**config.mk**
```make
export PLATFORM = sky130hd
export DESIGN_NAME = spw_rx_top
export DESIGN_NICKNAME = d
export VERILOG_FILES = /design/src/spw_char_pkg.sv /design/src/spw_rx_cfg_pkg.sv /design/src/spw_rx_bit_recovery.sv /design/src/spw_rx_char_shift.sv /design/src/spw_rx_parity.sv /design/src/spw_rx_char_fsm.sv /design/src/spw_rx_hold.sv /design/src/spw_rx_top.sv
export SDC_FILE = /design/constraint.sdc
export NUM_CORES = 1
export LEC_CHECK = 0
export CORE_MARGIN = 2
export CORE_UTILIZATION = 40
export CTS_BUF_LIST = sky130_fd_sc_hd__clkbuf_16
export DETAILED_ROUTE_END_ITERATION = 10
export DONT_BUFFER_PORTS = 1
export MAX_ROUTING_LAYER = met4
export PLACE_DENSITY_LB_ADDON = 0.3
export SYNTH_ARGS = -nofsm -noshare
export SYNTH_HDL_FRONTEND = slang
export SYNTH_HIERARCHICAL = 1
export SYNTH_SLANG_ARGS = --single-unit
```
**constraint.sdc**
```tcl
create_clock -name posedge_clk -period 6.7 [get_ports posedge_clk]
set_clock_uncertainty 0.1 [all_clocks]
set_input_delay 0.67 -clock posedge_clk [delete_from_list [all_inputs] [get_ports posedge_clk]]
set_output_delay 0.67 -clock posedge_clk [all_outputs]
set_load 0.05 [all_outputs]
```
**src/spw_char_pkg.sv**
```systemverilog
`default_nettype none

package spw_char_pkg;

	// --------------------------------------------------
	// Character layout on the link
	// --------------------------------------------------

	// Two control bits, sent LSB first after the flag
	typedef enum logic [1:0]
	{
		FCT = 2'b00, // Flow control token
		EOP = 2'b01, // Normal end of packet
		EEP = 2'b10, // Error end of packet
		ESC = 2'b11  // Prefix of NULL and time codes
	} ctrl_code_t;

	typedef logic [8:0] data_flag_t;  // Bit 8 marks EOP/EEP, 7..0 data
	typedef logic [7:0] time_code_t;  // Time code as received

	localparam int CTRL_CHAR_BITS = 4;  // Parity, flag, 2 code bits
	localparam int DATA_CHAR_BITS = 10; // Parity, flag, 8 data bits

	// Marker words written to the buffer in place of a data byte
	localparam data_flag_t EOP_WORD = 9'h100;
	localparam data_flag_t EEP_WORD = 9'h101;

	// --------------------------------------------------
	// Odd parity across the character boundary
	// --------------------------------------------------

	// Parity bit that makes previous payload + this parity + this flag odd
	function automatic logic parity_bit(input logic prev_payload_par, input logic is_ctrl);
		return ~(prev_payload_par ^ is_ctrl);
	endfunction

endpackage

`default_nettype wire

```
**src/spw_rx_cfg_pkg.sv**
```systemverilog
`default_nettype none

package spw_rx_cfg_pkg;

	// --------------------------------------------------
	// Receiver sampling constants
	// --------------------------------------------------

	// Flops per line before edge detect, at least 2
	localparam int SYNC_STAGES = 2;

	// Shortest bit period, in sample clocks, the receiver can follow
	localparam int MIN_BIT_CLKS = 3;

endpackage

`default_nettype wire

```
**src/spw_rx_bit_recovery.sv**
```systemverilog
`default_nettype none
`timescale 1ns/1ps

module spw_rx_bit_recovery
(
	input  wire  posedge_clk,
	input  wire  rx_resetn,
	input  wire  rx_din,
	input  wire  rx_sin,
	output logic bit_strobe,
	output logic bit_value,
	output logic rx_got_bit
);
	import spw_rx_cfg_pkg::*;

	logic [SYNC_STAGES-1:0] din_sync; // Data line synchroniser
	logic [SYNC_STAGES-1:0] sin_sync; // Strobe line synchroniser
	logic din_prev;
	logic sin_prev;
	logic din_chg;
	logic sin_chg;

	assign din_chg = din_sync[SYNC_STAGES-1] ^ din_prev;
	assign sin_chg = sin_sync[SYNC_STAGES-1] ^ sin_prev;

	// Both lines idle low out of reset, as the transmitter leaves them
	always_ff @(posedge posedge_clk or negedge rx_resetn)
	begin
		if (!rx_resetn)
		begin
			din_sync   <= '0;
			sin_sync   <= '0;
			din_prev   <= 1'b0;
			sin_prev   <= 1'b0;
			bit_strobe <= 1'b0;
			rx_got_bit <= 1'b0;
		end
		else
		begin
			din_sync   <= {din_sync[SYNC_STAGES-2:0], rx_din};
			sin_sync   <= {sin_sync[SYNC_STAGES-2:0], rx_sin};
			din_prev   <= din_sync[SYNC_STAGES-1];
			sin_prev   <= sin_sync[SYNC_STAGES-1];
			bit_strobe <= din_chg ^ sin_chg; // One bit per DS transition
			if (din_chg ^ sin_chg)
				rx_got_bit <= 1'b1; // Sticky, first activity seen
		end
	end

	always_ff @(posedge posedge_clk)
		bit_value <= din_sync[SYNC_STAGES-1]; // New Data level is the bit

	// DS encoding toggles exactly one line per bit
	a_ds_one_line: assert property (@(posedge posedge_clk) disable iff (!rx_resetn)
		!(din_chg && sin_chg));

	// Line changes spaced by at least the minimum bit period
	for (genvar k = 1; k < MIN_BIT_CLKS; k++)
	begin : g_min_period
		a_bit_period: assert property (@(posedge posedge_clk) disable iff (!rx_resetn)
			(din_chg || sin_chg) |-> !$past(din_chg || sin_chg, k));
	end

endmodule

`default_nettype wire

```
**src/spw_rx_char_shift.sv**
```systemverilog
`default_nettype none
`timescale 1ns/1ps

module spw_rx_char_shift
(
	input  wire        posedge_clk,
	input  wire        rx_resetn,
	input  wire        bit_strobe,
	input  wire        bit_value,
	output logic       char_done,
	output logic       char_is_ctrl,
	output logic [7:0] char_payload,
	output logic       char_parity
);
	import spw_char_pkg::*;

	localparam logic [3:0] CTRL_LEN = 4'(CTRL_CHAR_BITS);
	localparam logic [3:0] DATA_LEN = 4'(DATA_CHAR_BITS);

	logic [3:0] bit_cnt;  // Bits taken of the current character
	logic [3:0] cnt_base; // Count seen by the incoming bit
	logic [2:0] pay_idx;  // Payload slot of the incoming bit
	logic       last_bit;

	assign cnt_base = char_done ? 4'd0 : bit_cnt; // Restart after a character
	assign pay_idx  = cnt_base[2:0] - 3'd2;       // Payload starts at bit 2

	// Flag is known from bit 2 on, so stale flag is harmless at 0 and 1
	assign last_bit = char_is_ctrl ? (cnt_base == CTRL_LEN - 4'd1)
	                               : (cnt_base == DATA_LEN - 4'd1);

	always_ff @(posedge posedge_clk or negedge rx_resetn)
	begin
		if (!rx_resetn)
		begin
			bit_cnt   <= 4'd0;
			char_done <= 1'b0;
		end
		else
		begin
			char_done <= bit_strobe && last_bit;
			bit_cnt   <= bit_strobe ? cnt_base + 4'd1 : cnt_base;
		end
	end

	// Character fields, stable from char_done until the next parity bit
	always_ff @(posedge posedge_clk)
	begin
		if (bit_strobe)
		begin
			if (cnt_base == 4'd0)
			begin
				char_parity  <= bit_value;
				char_payload <= '0; // Upper bits stay clear for control chars
			end
			else if (cnt_base == 4'd1)
				char_is_ctrl <= bit_value; // 1 means control character
			else
				char_payload[pay_idx] <= bit_value; // LSB first
		end
	end

	// Length agrees with the flag taken two bits into the character
	a_char_len: assert property (@(posedge posedge_clk) disable iff (!rx_resetn)
		char_done |-> (char_is_ctrl ? (bit_cnt == CTRL_LEN) : (bit_cnt == DATA_LEN)));

endmodule

`default_nettype wire

```
**src/spw_rx_parity.sv**
```systemverilog
`default_nettype none
`timescale 1ns/1ps

module spw_rx_parity
(
	input  wire        posedge_clk,
	input  wire        rx_resetn,
	input  wire        char_done,
	input  wire        char_is_ctrl,
	input  wire  [7:0] char_payload,
	input  wire        char_parity,
	output logic       parity_err
);
	import spw_char_pkg::*;

	logic prev_par; // Parity of last payload, 0 while none seen

	// Only meaningful while char_done is high
	assign parity_err = char_done && (char_parity != parity_bit(prev_par, char_is_ctrl));

	always_ff @(posedge posedge_clk or negedge rx_resetn)
	begin
		if (!rx_resetn)
			prev_par <= 1'b0;
		else if (char_done)
			prev_par <= ^char_payload; // Control code has zeros above bit 1
	end

endmodule

`default_nettype wire

```
**src/spw_rx_char_fsm.sv**
```systemverilog
`default_nettype none
`timescale 1ns/1ps

module spw_rx_char_fsm
(
	input  wire                      posedge_clk,
	input  wire                      rx_resetn,
	input  wire                      char_done,
	input  wire                      char_is_ctrl,
	input  wire  [7:0]               char_payload,
	input  wire                      parity_err,
	output logic                     data_load,
	output spw_char_pkg::data_flag_t data_word,
	output logic                     time_load,
	output spw_char_pkg::time_code_t time_word,
	output logic                     rx_buffer_write,
	output logic                     rx_tick_out,
	output logic                     rx_got_fct,
	output logic                     rx_got_null,
	output logic                     rx_got_nchar,
	output logic                     rx_error
);
	import spw_char_pkg::*;

	typedef enum logic [1:0] {IDLE, GOT_ESC, ERROR} state_t;

	state_t     state;
	state_t     state_nxt;
	ctrl_code_t code;     // Control code of the current character
	logic       do_fct;
	logic       do_null;
	logic       do_nchar;

	assign code = ctrl_code_t'(char_payload[1:0]);

	// --------------------------------------------------
	// Character decode, evaluated in the char_done cycle
	// --------------------------------------------------
	// Loads go out unregistered so the hold registers update
	// together with the registered strobes below.
	// Errors count only once the link has seen a NULL.
	always_comb
	begin
		state_nxt = state;
		data_load = 1'b0;
		time_load = 1'b0;
		do_fct    = 1'b0;
		do_null   = 1'b0;
		do_nchar  = 1'b0;
		data_word = {1'b0, char_payload}; // N-Char, marker bit clear
		time_word = char_payload;
		if (char_done && state != ERROR)
		begin
			if (parity_err && rx_got_null)
				state_nxt = ERROR;
			else if (state == GOT_ESC)
			begin
				state_nxt = IDLE;
				if (!char_is_ctrl)
					time_load = rx_got_null; // ESC + data is a time code
				else if (code == FCT)
					do_null = 1'b1;          // ESC + FCT is NULL
				else if (rx_got_null)
					state_nxt = ERROR;       // ESC + ESC/EOP/EEP
			end
			else if (!char_is_ctrl)
			begin
				data_load = rx_got_null;
				do_nchar  = rx_got_null;
			end
			else
			begin
				case (code)
					FCT: do_fct = rx_got_null;
					EOP:
					begin
						data_load = rx_got_null;
						data_word = EOP_WORD;
					end
					EEP:
					begin
						data_load = rx_got_null;
						data_word = EEP_WORD;
					end
					ESC: state_nxt = GOT_ESC; // Wait for second half
				endcase
			end
		end
	end

	// --------------------------------------------------
	// Registered strobes and sticky status
	// --------------------------------------------------
	always_ff @(posedge posedge_clk or negedge rx_resetn)
	begin
		if (!rx_resetn)
		begin
			state           <= IDLE;
			rx_buffer_write <= 1'b0;
			rx_tick_out     <= 1'b0;
			rx_got_fct      <= 1'b0;
			rx_got_null     <= 1'b0;
			rx_got_nchar    <= 1'b0;
			rx_error        <= 1'b0;
		end
		else
		begin
			state           <= state_nxt;
			rx_buffer_write <= data_load;
			rx_tick_out     <= time_load;
			rx_got_fct      <= do_fct;
			rx_got_null     <= rx_got_null | do_null;
			rx_got_nchar    <= rx_got_nchar | do_nchar;
			rx_error        <= (state_nxt == ERROR); // ERROR holds until reset
		end
	end

	// One payload per character, never both
	a_one_load: assert property (@(posedge posedge_clk) disable iff (!rx_resetn)
		!(data_load && time_load));

endmodule

`default_nettype wire

```
**src/spw_rx_hold.sv**
```systemverilog
`default_nettype none
`timescale 1ns/1ps

module spw_rx_hold
#(
	parameter type payload_t = logic [7:0]
)
(
	input  wire           posedge_clk,
	input  wire           rx_resetn,
	input  wire           load,
	input  wire payload_t din,
	output payload_t      dout
);

	// Keeps last delivered value between strobes
	always_ff @(posedge posedge_clk or negedge rx_resetn)
	begin
		if (!rx_resetn)
			dout <= '0;
		else if (load)
			dout <= din; // Visible with the matching output strobe
	end

endmodule

`default_nettype wire

```
**src/spw_rx_top.sv**
```systemverilog
`default_nettype none
`timescale 1ns/1ps

module spw_rx_top
(
	input  wire                      posedge_clk,
	input  wire                      rx_resetn,
	input  wire                      rx_din,
	input  wire                      rx_sin,
	output wire                      rx_error,
	output wire                      rx_got_bit,
	output wire                      rx_got_null,
	output wire                      rx_got_nchar,
	output wire                      rx_got_time_code,
	output wire                      rx_got_fct,
	output wire spw_char_pkg::data_flag_t rx_data_flag,
	output wire                      rx_buffer_write,
	output wire spw_char_pkg::time_code_t rx_time_out,
	output wire                      rx_tick_out
);
	import spw_char_pkg::*;

	wire             bit_strobe;
	wire             bit_value;
	wire             char_done;
	wire             char_is_ctrl;
	wire [7:0]       char_payload;
	wire             char_parity;
	wire             parity_err;
	wire             data_load;
	wire data_flag_t data_word;
	wire             time_load;
	wire time_code_t time_word;

	assign rx_got_time_code = rx_tick_out; // Status name of the tick

	// --------------------------------------------------
	// Bits, then characters, then decode
	// --------------------------------------------------
	spw_rx_bit_recovery i_bit_recovery (
		.posedge_clk (posedge_clk),
		.rx_resetn   (rx_resetn),
		.rx_din      (rx_din),
		.rx_sin      (rx_sin),
		.bit_strobe  (bit_strobe),
		.bit_value   (bit_value),
		.rx_got_bit  (rx_got_bit)
	);

	spw_rx_char_shift i_char_shift (
		.posedge_clk  (posedge_clk),
		.rx_resetn    (rx_resetn),
		.bit_strobe   (bit_strobe),
		.bit_value    (bit_value),
		.char_done    (char_done),
		.char_is_ctrl (char_is_ctrl),
		.char_payload (char_payload),
		.char_parity  (char_parity)
	);

	spw_rx_parity i_parity (
		.posedge_clk  (posedge_clk),
		.rx_resetn    (rx_resetn),
		.char_done    (char_done),
		.char_is_ctrl (char_is_ctrl),
		.char_payload (char_payload),
		.char_parity  (char_parity),
		.parity_err   (parity_err)
	);

	spw_rx_char_fsm i_char_fsm (
		.posedge_clk     (posedge_clk),
		.rx_resetn       (rx_resetn),
		.char_done       (char_done),
		.char_is_ctrl    (char_is_ctrl),
		.char_payload    (char_payload),
		.parity_err      (parity_err),
		.data_load       (data_load),
		.data_word       (data_word),
		.time_load       (time_load),
		.time_word       (time_word),
		.rx_buffer_write (rx_buffer_write),
		.rx_tick_out     (rx_tick_out),
		.rx_got_fct      (rx_got_fct),
		.rx_got_null     (rx_got_null),
		.rx_got_nchar    (rx_got_nchar),
		.rx_error        (rx_error)
	);

	// Output payload registers
	spw_rx_hold #(.payload_t(data_flag_t)) i_data_hold (
		.posedge_clk (posedge_clk),
		.rx_resetn   (rx_resetn),
		.load        (data_load),
		.din         (data_word),
		.dout        (rx_data_flag)
	);

	spw_rx_hold #(.payload_t(time_code_t)) i_time_hold (
		.posedge_clk (posedge_clk),
		.rx_resetn   (rx_resetn),
		.load        (time_load),
		.din         (time_word),
		.dout        (rx_time_out)
	);

endmodule

`default_nettype wire

```
======== Yosys cells after proc, flatten, opt, wreduce, memory -nomap -nowiden ========
Cells that the tools add are included.
storage, ports and cells
  flip-flop bits (word level) ............. 50
  input bits .............................. 4
  logic and storage cells ................. 99
operators by class
  add/subtract/negate cells ............... 2
  magnitude comparators ................... 2
  eq/ne operators ......................... 11
  mux-type cells .......................... 42
  bitwise gates (word level) .............. 8
  reduce and logical (&&, ||, !) cells .... 12
operators by type and width
  kind                 count
  $mux 9               4
  $mux 1               24
  $pmux 9 s2           1
  $mux 2               8
  $bwmux 8             1
  $mux 4               2
  $mux 8               1
  $reduce_xor 8->1     1
  $eq 2x2->1 const B   3
  $logic_and 1x1->1    5
  $add 4x1->4 const B  1
  $eq 2x1->1 const B   2
  $eq 4x1->1 const B   1
  $eq 4x2->1 const B   1
  $eq 4x4->1 const B   1
  $logic_not 4->1      1
  $lt 3x4->1 const B   1
  $reduce_and 2->1     2
  $xor 1x1->1          4
  $demux 1 s3          1
  $ge 3x1->1 const B   1
  $reduce_and 3->1     1
  $sub 3x2->3 const B  1
  $logic_not 2->1      1
  other kinds (6)      8

======== Depth between registers and ports, before layout ========
Gate-level depths: netlist of run 1.
  depth after elaboration ................. 8
  depth in mapped cells ................... 7
  gate-level depth less buffers ........... 7

======== Cells and area by module ========
Netlist of run 1, hierarchy kept.
modules (own cells, without submodules)
  module                     instances  cells each  area each (µm²)  sequential area each (µm²)
  spw_rx_char_shift          1          73          893.4            425.4
  spw_rx_char_fsm            1          57          543.0            200.2
  spw_rx_hold (i_data_hold)  1          19          371.6            225.2
  spw_rx_hold (i_time_hold)  1          17          331.6            200.2
  spw_rx_bit_recovery        1          13          252.7            220.2
  spw_rx_parity              1          13          118.9            25.0
  spw_rx_top                 1          1           7.5              0.0

======== Least setup slack after synthesis of run 1 ========
Ideal clock, no wire load.
  kind .................................... reg-to-reg
  from .................................... register i_parity.prev_par
  to ...................................... register i_data_hold/dout[0] in the netlist's numbering
  setup time .............................. 0.125 ns
  arrival time ............................ 1.897 ns
  path slack .............................. 4.578 ns
  cell stages (with the launch flop) ...... 8
  path buffers ............................ 1
  clock period less this slack ............ 2.122 ns
  cell sequence ........................... dfrtp_1 xor2_1 xnor2_1 and2_1 or3_1 a21oi_1 buf_6 mux2_4
between the ends
  word-level cells in the longest chain between the ends .. 7
ends and longest elaborated chain
  element                   line                   text
  start: declaration        spw_rx_parity.sv:16    logic prev_par;
  start signal: assignment  spw_rx_parity.sv:26    prev_par <= ^char_payload;
  $xor 1x1->1               spw_char_pkg.sv:34     return ~(prev_payload_par ^ is_ctrl);
  $not 1->1                 spw_char_pkg.sv:34
  $ne 1x1->1                spw_rx_parity.sv:19    assign parity_err = char_done && (char_parity != parity_bit(prev_par, char_is_ctrl));
  $logic_and 1x1->1         spw_rx_parity.sv:19
  named net parity_err      spw_rx_top.sv:29       wire parity_err;
  $logic_and 1x1->1         spw_rx_char_fsm.sv:54  if (parity_err && rx_got_null)
  $mux 1                    spw_rx_char_fsm.sv:54
  $mux 1                    spw_rx_char_fsm.sv:52  if (char_done && state != ERROR)
  named net data_load       spw_rx_top.sv:30       wire data_load;
  end signal: assignment    spw_rx_hold.sv:22      dout <= din;
  end: declaration          spw_rx_hold.sv:13      output payload_t dout
The timed path passes the listed nets, and every way through them passes these cells.
A chain may end at the register's enable or synchronous reset.

======== Worst setup path after layout of run 1 ========
  from .................................... register i_char_shift.char_done
  to ...................................... register i_data_hold/dout[7] in the netlist's numbering
between the ends
  word-level cells in the longest chain between the ends .. 4
ends and longest elaborated chain
  element                   line                     text
  start: declaration        spw_rx_char_shift.sv:10  output logic char_done,
  start signal: assignment  spw_rx_char_shift.sv:41  char_done <= bit_strobe && last_bit;
  $logic_and 1x1->1         spw_rx_parity.sv:19
  $logic_and 1x1->1         spw_rx_char_fsm.sv:54
  $mux 1                    spw_rx_char_fsm.sv:54
  $mux 1 (*)                spw_rx_char_fsm.sv:52
  named net data_load       spw_rx_top.sv:30
The timed path passes the listed nets; every way through them passes the cells marked *.

==> metrics, run 1 <==
filler cell count=544; Final HPWL DP=2884 um; CP Max Fanout=23; CP Class=reg -> reg; Wirelength per Cell=15.81 um; status=finished, final reports clean; GP Congestion=0.7525; MaxCap Viol Count=0; Worst-Margin Slew=1.258 ns; pwr dens=402.9 mW/mm2; Post-synth EDFFs=10; Synth cell types=39; Fmax achieved=324.1 MHz; share of layout cells above drive strength 1=26.63%; TNS Setup=0 ns; gr ovfl total=0; min cycle time layout=3.085 ns; Leak=1.136 nW; Area growth syn-to-layout=3.924%; Post-Route WL=4096 um; DRC viols=0; Post-DRT Antenna Nets=0; crit share post-route=46.05%; peak supply drop=0.0001844 V; vias in the first global route=1392; TritonCTS clock tree=yes; pins over their slew limit=0; area of the core=0.005991 mm2; nets=190; root buf cell=clkbuf_16; clk slew on worst S/H paths=0.06 ns; clk_lat worst skew=0.28 ns; GR Util All Layers=13.13%; maximum root-to-sink buffer count=2; syn avg cell area=13.05 um2; Rows=28; Arr. time, crit path=3.15 ns; endpoint class of the critical path=flip-flop; syn_nets=200; post-layout power=1.055 mW; Sink Count=50; Ports=29; unrepaired setup endpoints after global routing=no; top_reg_cell synth=dfrtp_1; PostCTS Resize Cnt=0; Final setup viols=0; Antenna Cells=0; initial detailed-routing violation count=32; final hold violations=0; largest net degree at the start of global routing=40; Cells after Synth=193; vias per cell=5.116; total number of vias=1325; slew margin rel.=16.14%; sequential fraction of the synthesis area=51.47%; Synth Warn #=6; Synth Register Bits=50; Starting Density=42.04%; Cell Area, Synth=0.002519 mm2; worst path required time=6.77 ns; die span in y=83.35 um; Die X=83.35 um; first-pass GRT wire length=7141 um; CP startpoint kind=flip-flop; total die area=0.006947 mm2; worst min path class=in -> async; most frequent cells in the layout=dfrtp_1, mux2_4, nor2_1, xnor2_1, edfxtp_1; Async S/R FF share, synth=78.00%; CTS H-tree lvls=2; drt pass-1 iters=4; # port buffers=0; antenna violations before repair=0; Num CTS Buffers=5; most common cell after layout, fill and taps aside=dfrtp_1
-- worst max-delay path, cell delays in order (launching register included) --
cell     delay (ns)
dfrtp_1        0.87
nand2_1        0.22
or3_1          0.44
a21oi_1        0.97
mux2_4         0.36
-- power by group --
group	internal [mW]	switching, mW	total (mW)
Clock	0.136	0.105	0.241
Sequential	0.380	0.108	0.488
Combinational	0.176	0.149	0.325
-- final timing paths --
check / start / endpoint / slack (ns) / cells after the start
max: i_char_shift/char_done / i_data_hold/dout[7] / 3.61 / 4
min in group posedge_clk: i_bit_recovery/din_sync[0] / i_bit_recovery/din_sync[1] / 0.25 / 0
min reg2reg: i_bit_recovery/din_sync[0] / i_bit_recovery/din_sync[1] / 0.25 / 0
max reg2reg: i_char_shift/char_done / i_data_hold/dout[7] / 3.61 / 4
max in group asynchronous: rx_resetn / i_char_fsm/rx_error / 6.18 / 1
min: rx_resetn / i_char_fsm/state[1] / 0.12 / 1
-- timing repair --
| action | CTS | global route |
|---|---|---|
| hold buffers | 1 | 0 |
| endpoints found under the hold margin | 39 | 0 |
| setup buffers | 0 | 0 |
-- per-layer routing --
metal	vias to the layer above	wire [um]	GRT usage, %
li1	626	-	-
met1	658	1804	15.80
met2	34	2010	20.60
met3	7	214	3.976
met4	0	68	5.365
met5	-	0	-
-- per-stage QoR --
stage	hold WS (ns)	util, %	std cells	setup slack (ns)	instance area (um2)
after floorplan	0.2312	-	193	4.578	2519
after global placement	0.2346	41.00	250	3.751	2456
after detailed placement	0.2387	41.00	250	3.615	2456
after CTS	0.1314	43.69	259	3.604	2618
after global routing	0.1361	43.69	259	3.428	2618
final	0.1225	43.69	259	3.615	2618
-- synthesized netlist by cell type, types with 4 or more instances --
| library cell | instances | area [um2] |
|---|---|---|
| o21ai_0 | 4 | 20.02 |
| and2b_2 | 4 | 35.03 |
| mux2i_1 | 8 | 80.08 |
| xnor2_1 | 11 | 96.34 |
| dfrtp_1 | 39 | 975.9 |
| nand2_1 | 7 | 26.28 |
| a21oi_1 | 4 | 20.02 |
| buf_6 | 8 | 90.09 |
| nor2_1 | 13 | 48.80 |
| buf_4 | 10 | 75.07 |
| mux2_4 | 18 | 270.3 |
| and2_2 | 6 | 45.04 |
| edfxtp_1 | 10 | 300.3 |
| inv_1 | 8 | 30.03 |
| xor2_1 | 5 | 43.79 |
-- final cells by class --
cell class | count | area (um2) | area share [%]
inverter | 8 | 30.03 | 1.147
clock inverter | 3 | 16.27 | 0.6214
timing repair buffer | 2 | 27.53 | 1.052
sequential | 50 | 1296 | 49.52
clock buffer | 5 | 125.1 | 4.780
multi-input combinational | 116 | 1028 | 39.29
tap | 75 | 93.84 | 3.585
-- cells by family after synthesis --
logic type | synth area share (%)
simple gates | 15.50
buf+inv | 7.948
flops | 51.47
xor+xnor | 5.564
fa+ha+maj | 1.490
compound gates | 4.124
mux | 13.91
-- flip-flops by register name (all words and copies together), names as in the netlist, 2 cells and up --
| register | count |
|---|---|
| i_bit_recovery/din_sync | 2 |
| i_bit_recovery/sin_sync | 2 |
| i_char_fsm/state | 2 |
| i_char_shift/bit_cnt | 4 |
| i_char_shift/char_payload | 8 |
| i_data_hold/dout | 9 |
| i_time_hold/dout | 8 |
Note: power is estimated with default switching activity, not from simulation.
==> inputs of run 2 (changes only) <==
==> constraint.sdc (replaced) <==
create_clock -name posedge_clk -period 2.9 [get_ports posedge_clk]
set_clock_uncertainty 0.1 [all_clocks]
set_input_delay 0.29 -clock posedge_clk [delete_from_list [all_inputs] [get_ports posedge_clk]]
set_output_delay 0.29 -clock posedge_clk [all_outputs]
set_load 0.05 [all_outputs]
==> run 2 against run 1 <==
Net effect: clock power grew 130%; die area is the same; global-route usage is 0.71 points higher; power up 130%; critical path type unchanged; highest routed layer unchanged.
==> metrics, run 2 (synthesis gave the netlist of run 1 again) <==
status=finished, final reports clean; peak supply drop=0.0003522 V (+91%); CP Class=reg -> reg; CTS H-tree lvls=2 (unchanged); min cycle time layout=2.324 ns (-0.7612 ns); largest net degree at the start of global routing=40 (unchanged); pins over their slew limit=0 (unchanged); Starting Density=42.04% (unchanged); DRC viols=0 (unchanged); antenna violations before repair=0 (unchanged); Fmax achieved=430.3 MHz (+33%); GR Util All Layers=13.84% (+0.71 points); Post-Route WL=4218 um (+3.0%); Area growth syn-to-layout=6.011%; Antenna Cells=0 (unchanged); vias in the first global route=1398 (+0.43%); Rows=28 (unchanged); Arr. time, crit path=2.39 ns (-0.76 ns); Final setup viols=0 (unchanged); max FFs per register=9 (unchanged); Wirelength per Cell=15.92 um (+0.65%); Die X=83.35 um (unchanged); share of layout cells above drive strength 1=27.37% (+0.74 points); # port buffers=0 (unchanged); MaxCap Viol Count=0 (unchanged); final core occ=44.57% (+0.88 points); total number of vias=1359 (+2.6%); most frequent cells in the layout=dfrtp_1, mux2_4, nor2_1, xnor2_1, edfxtp_1; worst path required time=2.97 ns (-3.80 ns); CP startpoint kind=flip-flop; gr ovfl total=0 (unchanged); TNS Setup=0 ns (unchanged); Ports=29 (unchanged); worst min path class=reg -> reg; TritonCTS clock tree=yes; Final HPWL DP=2899 um (+0.53%); GP Congestion=0.7560 (+0.47%); Top Registers=i_data_hold/dout (9), i_char_shift/char_payload (8), i_time_hold/dout (8); first-pass GRT wire length=7279 um (+1.9%); PostCTS Resize Cnt=0 (unchanged); unrepaired setup endpoints after global routing=no; nets=196 (+3.2%); area of the core=0.005991 mm2 (unchanged); final hold violations=0 (unchanged); slew margin rel.=42.74% (+27 points); CP Max Fanout=12 (-48%); crit share post-route=80.15% (+34 points); Worst-Margin Slew=0.8594 ns (-0.3985 ns); Setup Buffers After CTS=0 (unchanged); maximum root-to-sink buffer count=2 (unchanged); Leak=1.165 nW (+2.5%); Top reg by flops=i_data_hold/dout; post-layout power=2.454 mW (+130%); Num CTS Buffers=5 (unchanged); die span in y=83.35 um (unchanged); vias per cell=5.128 (+0.24%); initial detailed-routing violation count=33 (+3.1%); Post-DRT Antenna Nets=0 (unchanged); endpoint class of the critical path=flip-flop; drt pass-1 iters=4 (unchanged); most common cell after layout, fill and taps aside=dfrtp_1; root buf cell=clkbuf_16; total die area=0.006947 mm2 (unchanged); clk slew on worst S/H paths=0.06 ns (about the same); pwr dens=919.0 mW/mm2 (+130%); clk_lat worst skew=0.29 ns (about the same); Sink Count=50 (unchanged); hold-fix buffer count after cts=4 (+3)
## run 2: cell types whose count changed in the layout (fill, tap and decap cells not counted)
cell	previous run	this run
buf_4	1	4
dlygate4sd3_1	0	3
## run 2: path summary, 6_finish.rpt
check | start | endpoint | slack [ns] | depth (start not counted)
setup reg to reg | i_char_shift/char_is_ctrl | i_data_hold/dout[7] | 0.58 | 6
setup / recovery | i_char_shift/char_is_ctrl | i_data_hold/dout[7] | 0.58 | 6
min in group asynchronous | rx_resetn | i_char_fsm/rx_got_fct | 0.36 | 2
hold / removal | i_bit_recovery/sin_sync[0] | i_bit_recovery/sin_sync[1] | 0.25 | 0
hold reg to reg | i_bit_recovery/sin_sync[0] | i_bit_recovery/sin_sync[1] | 0.25 | 0
max in group asynchronous | rx_resetn | i_data_hold/dout[4] | 2.15 | 2
## run 2: layer usage
metal / vias up / part of all wire (%) / global-route usage [%]
li1: 638 / - / -
met5: - / 0 / -
met3: 7 / 4.6 / 3.678
met4: 0 / 2.7 / 7.303
met1: 676 / 45 / 17.51
met2: 38 / 48 / 20.31
## run 2: area by class of cell
class                   instances  area [um2]
fillers                       533        3321
flip-flops and latches         50        1296
multi-input cells             116        1028
clock buffers                   5       125.1
well taps                      75       93.84
repair buffers                  8       80.08
inverters                       8       30.03
clock inverters                 3       16.27
## run 2: critical path, cell delays in order, from the launching register on
cell and delay, ns:
edfxtp_1 0.56, xnor2_1 0.19, and2_1 0.23, or3_1 0.42, a21oi_1 0.14, buf_4 0.24, mux2_4 0.32
## run 2: stage by stage
step / instances / hold WS, ns / area [um2] / worst slack, ns
floorplan: 193 / -0.1056 / 2519 / 0.7782
global placement: 253 / -0.1041 / 2479 / 0.6589
detailed placement: 253 / -0.1045 / 2479 / 0.5816
CTS: 265 / 0.2527 / 2670 / 0.5675
global route: 265 / 0.2599 / 2670 / 0.4585
finish: 265 / 0.2502 / 2670 / 0.5758
## run 2: report_power, final
group | internal [mW] | total, mW | leakage (nW) | switching (mW)
clock network | 0.315 | 0.556 | 0.0672 | 0.241
logic | 0.412 | 0.782 | 0.478 | 0.370
registers | 0.879 | 1.12 | 0.619 | 0.237
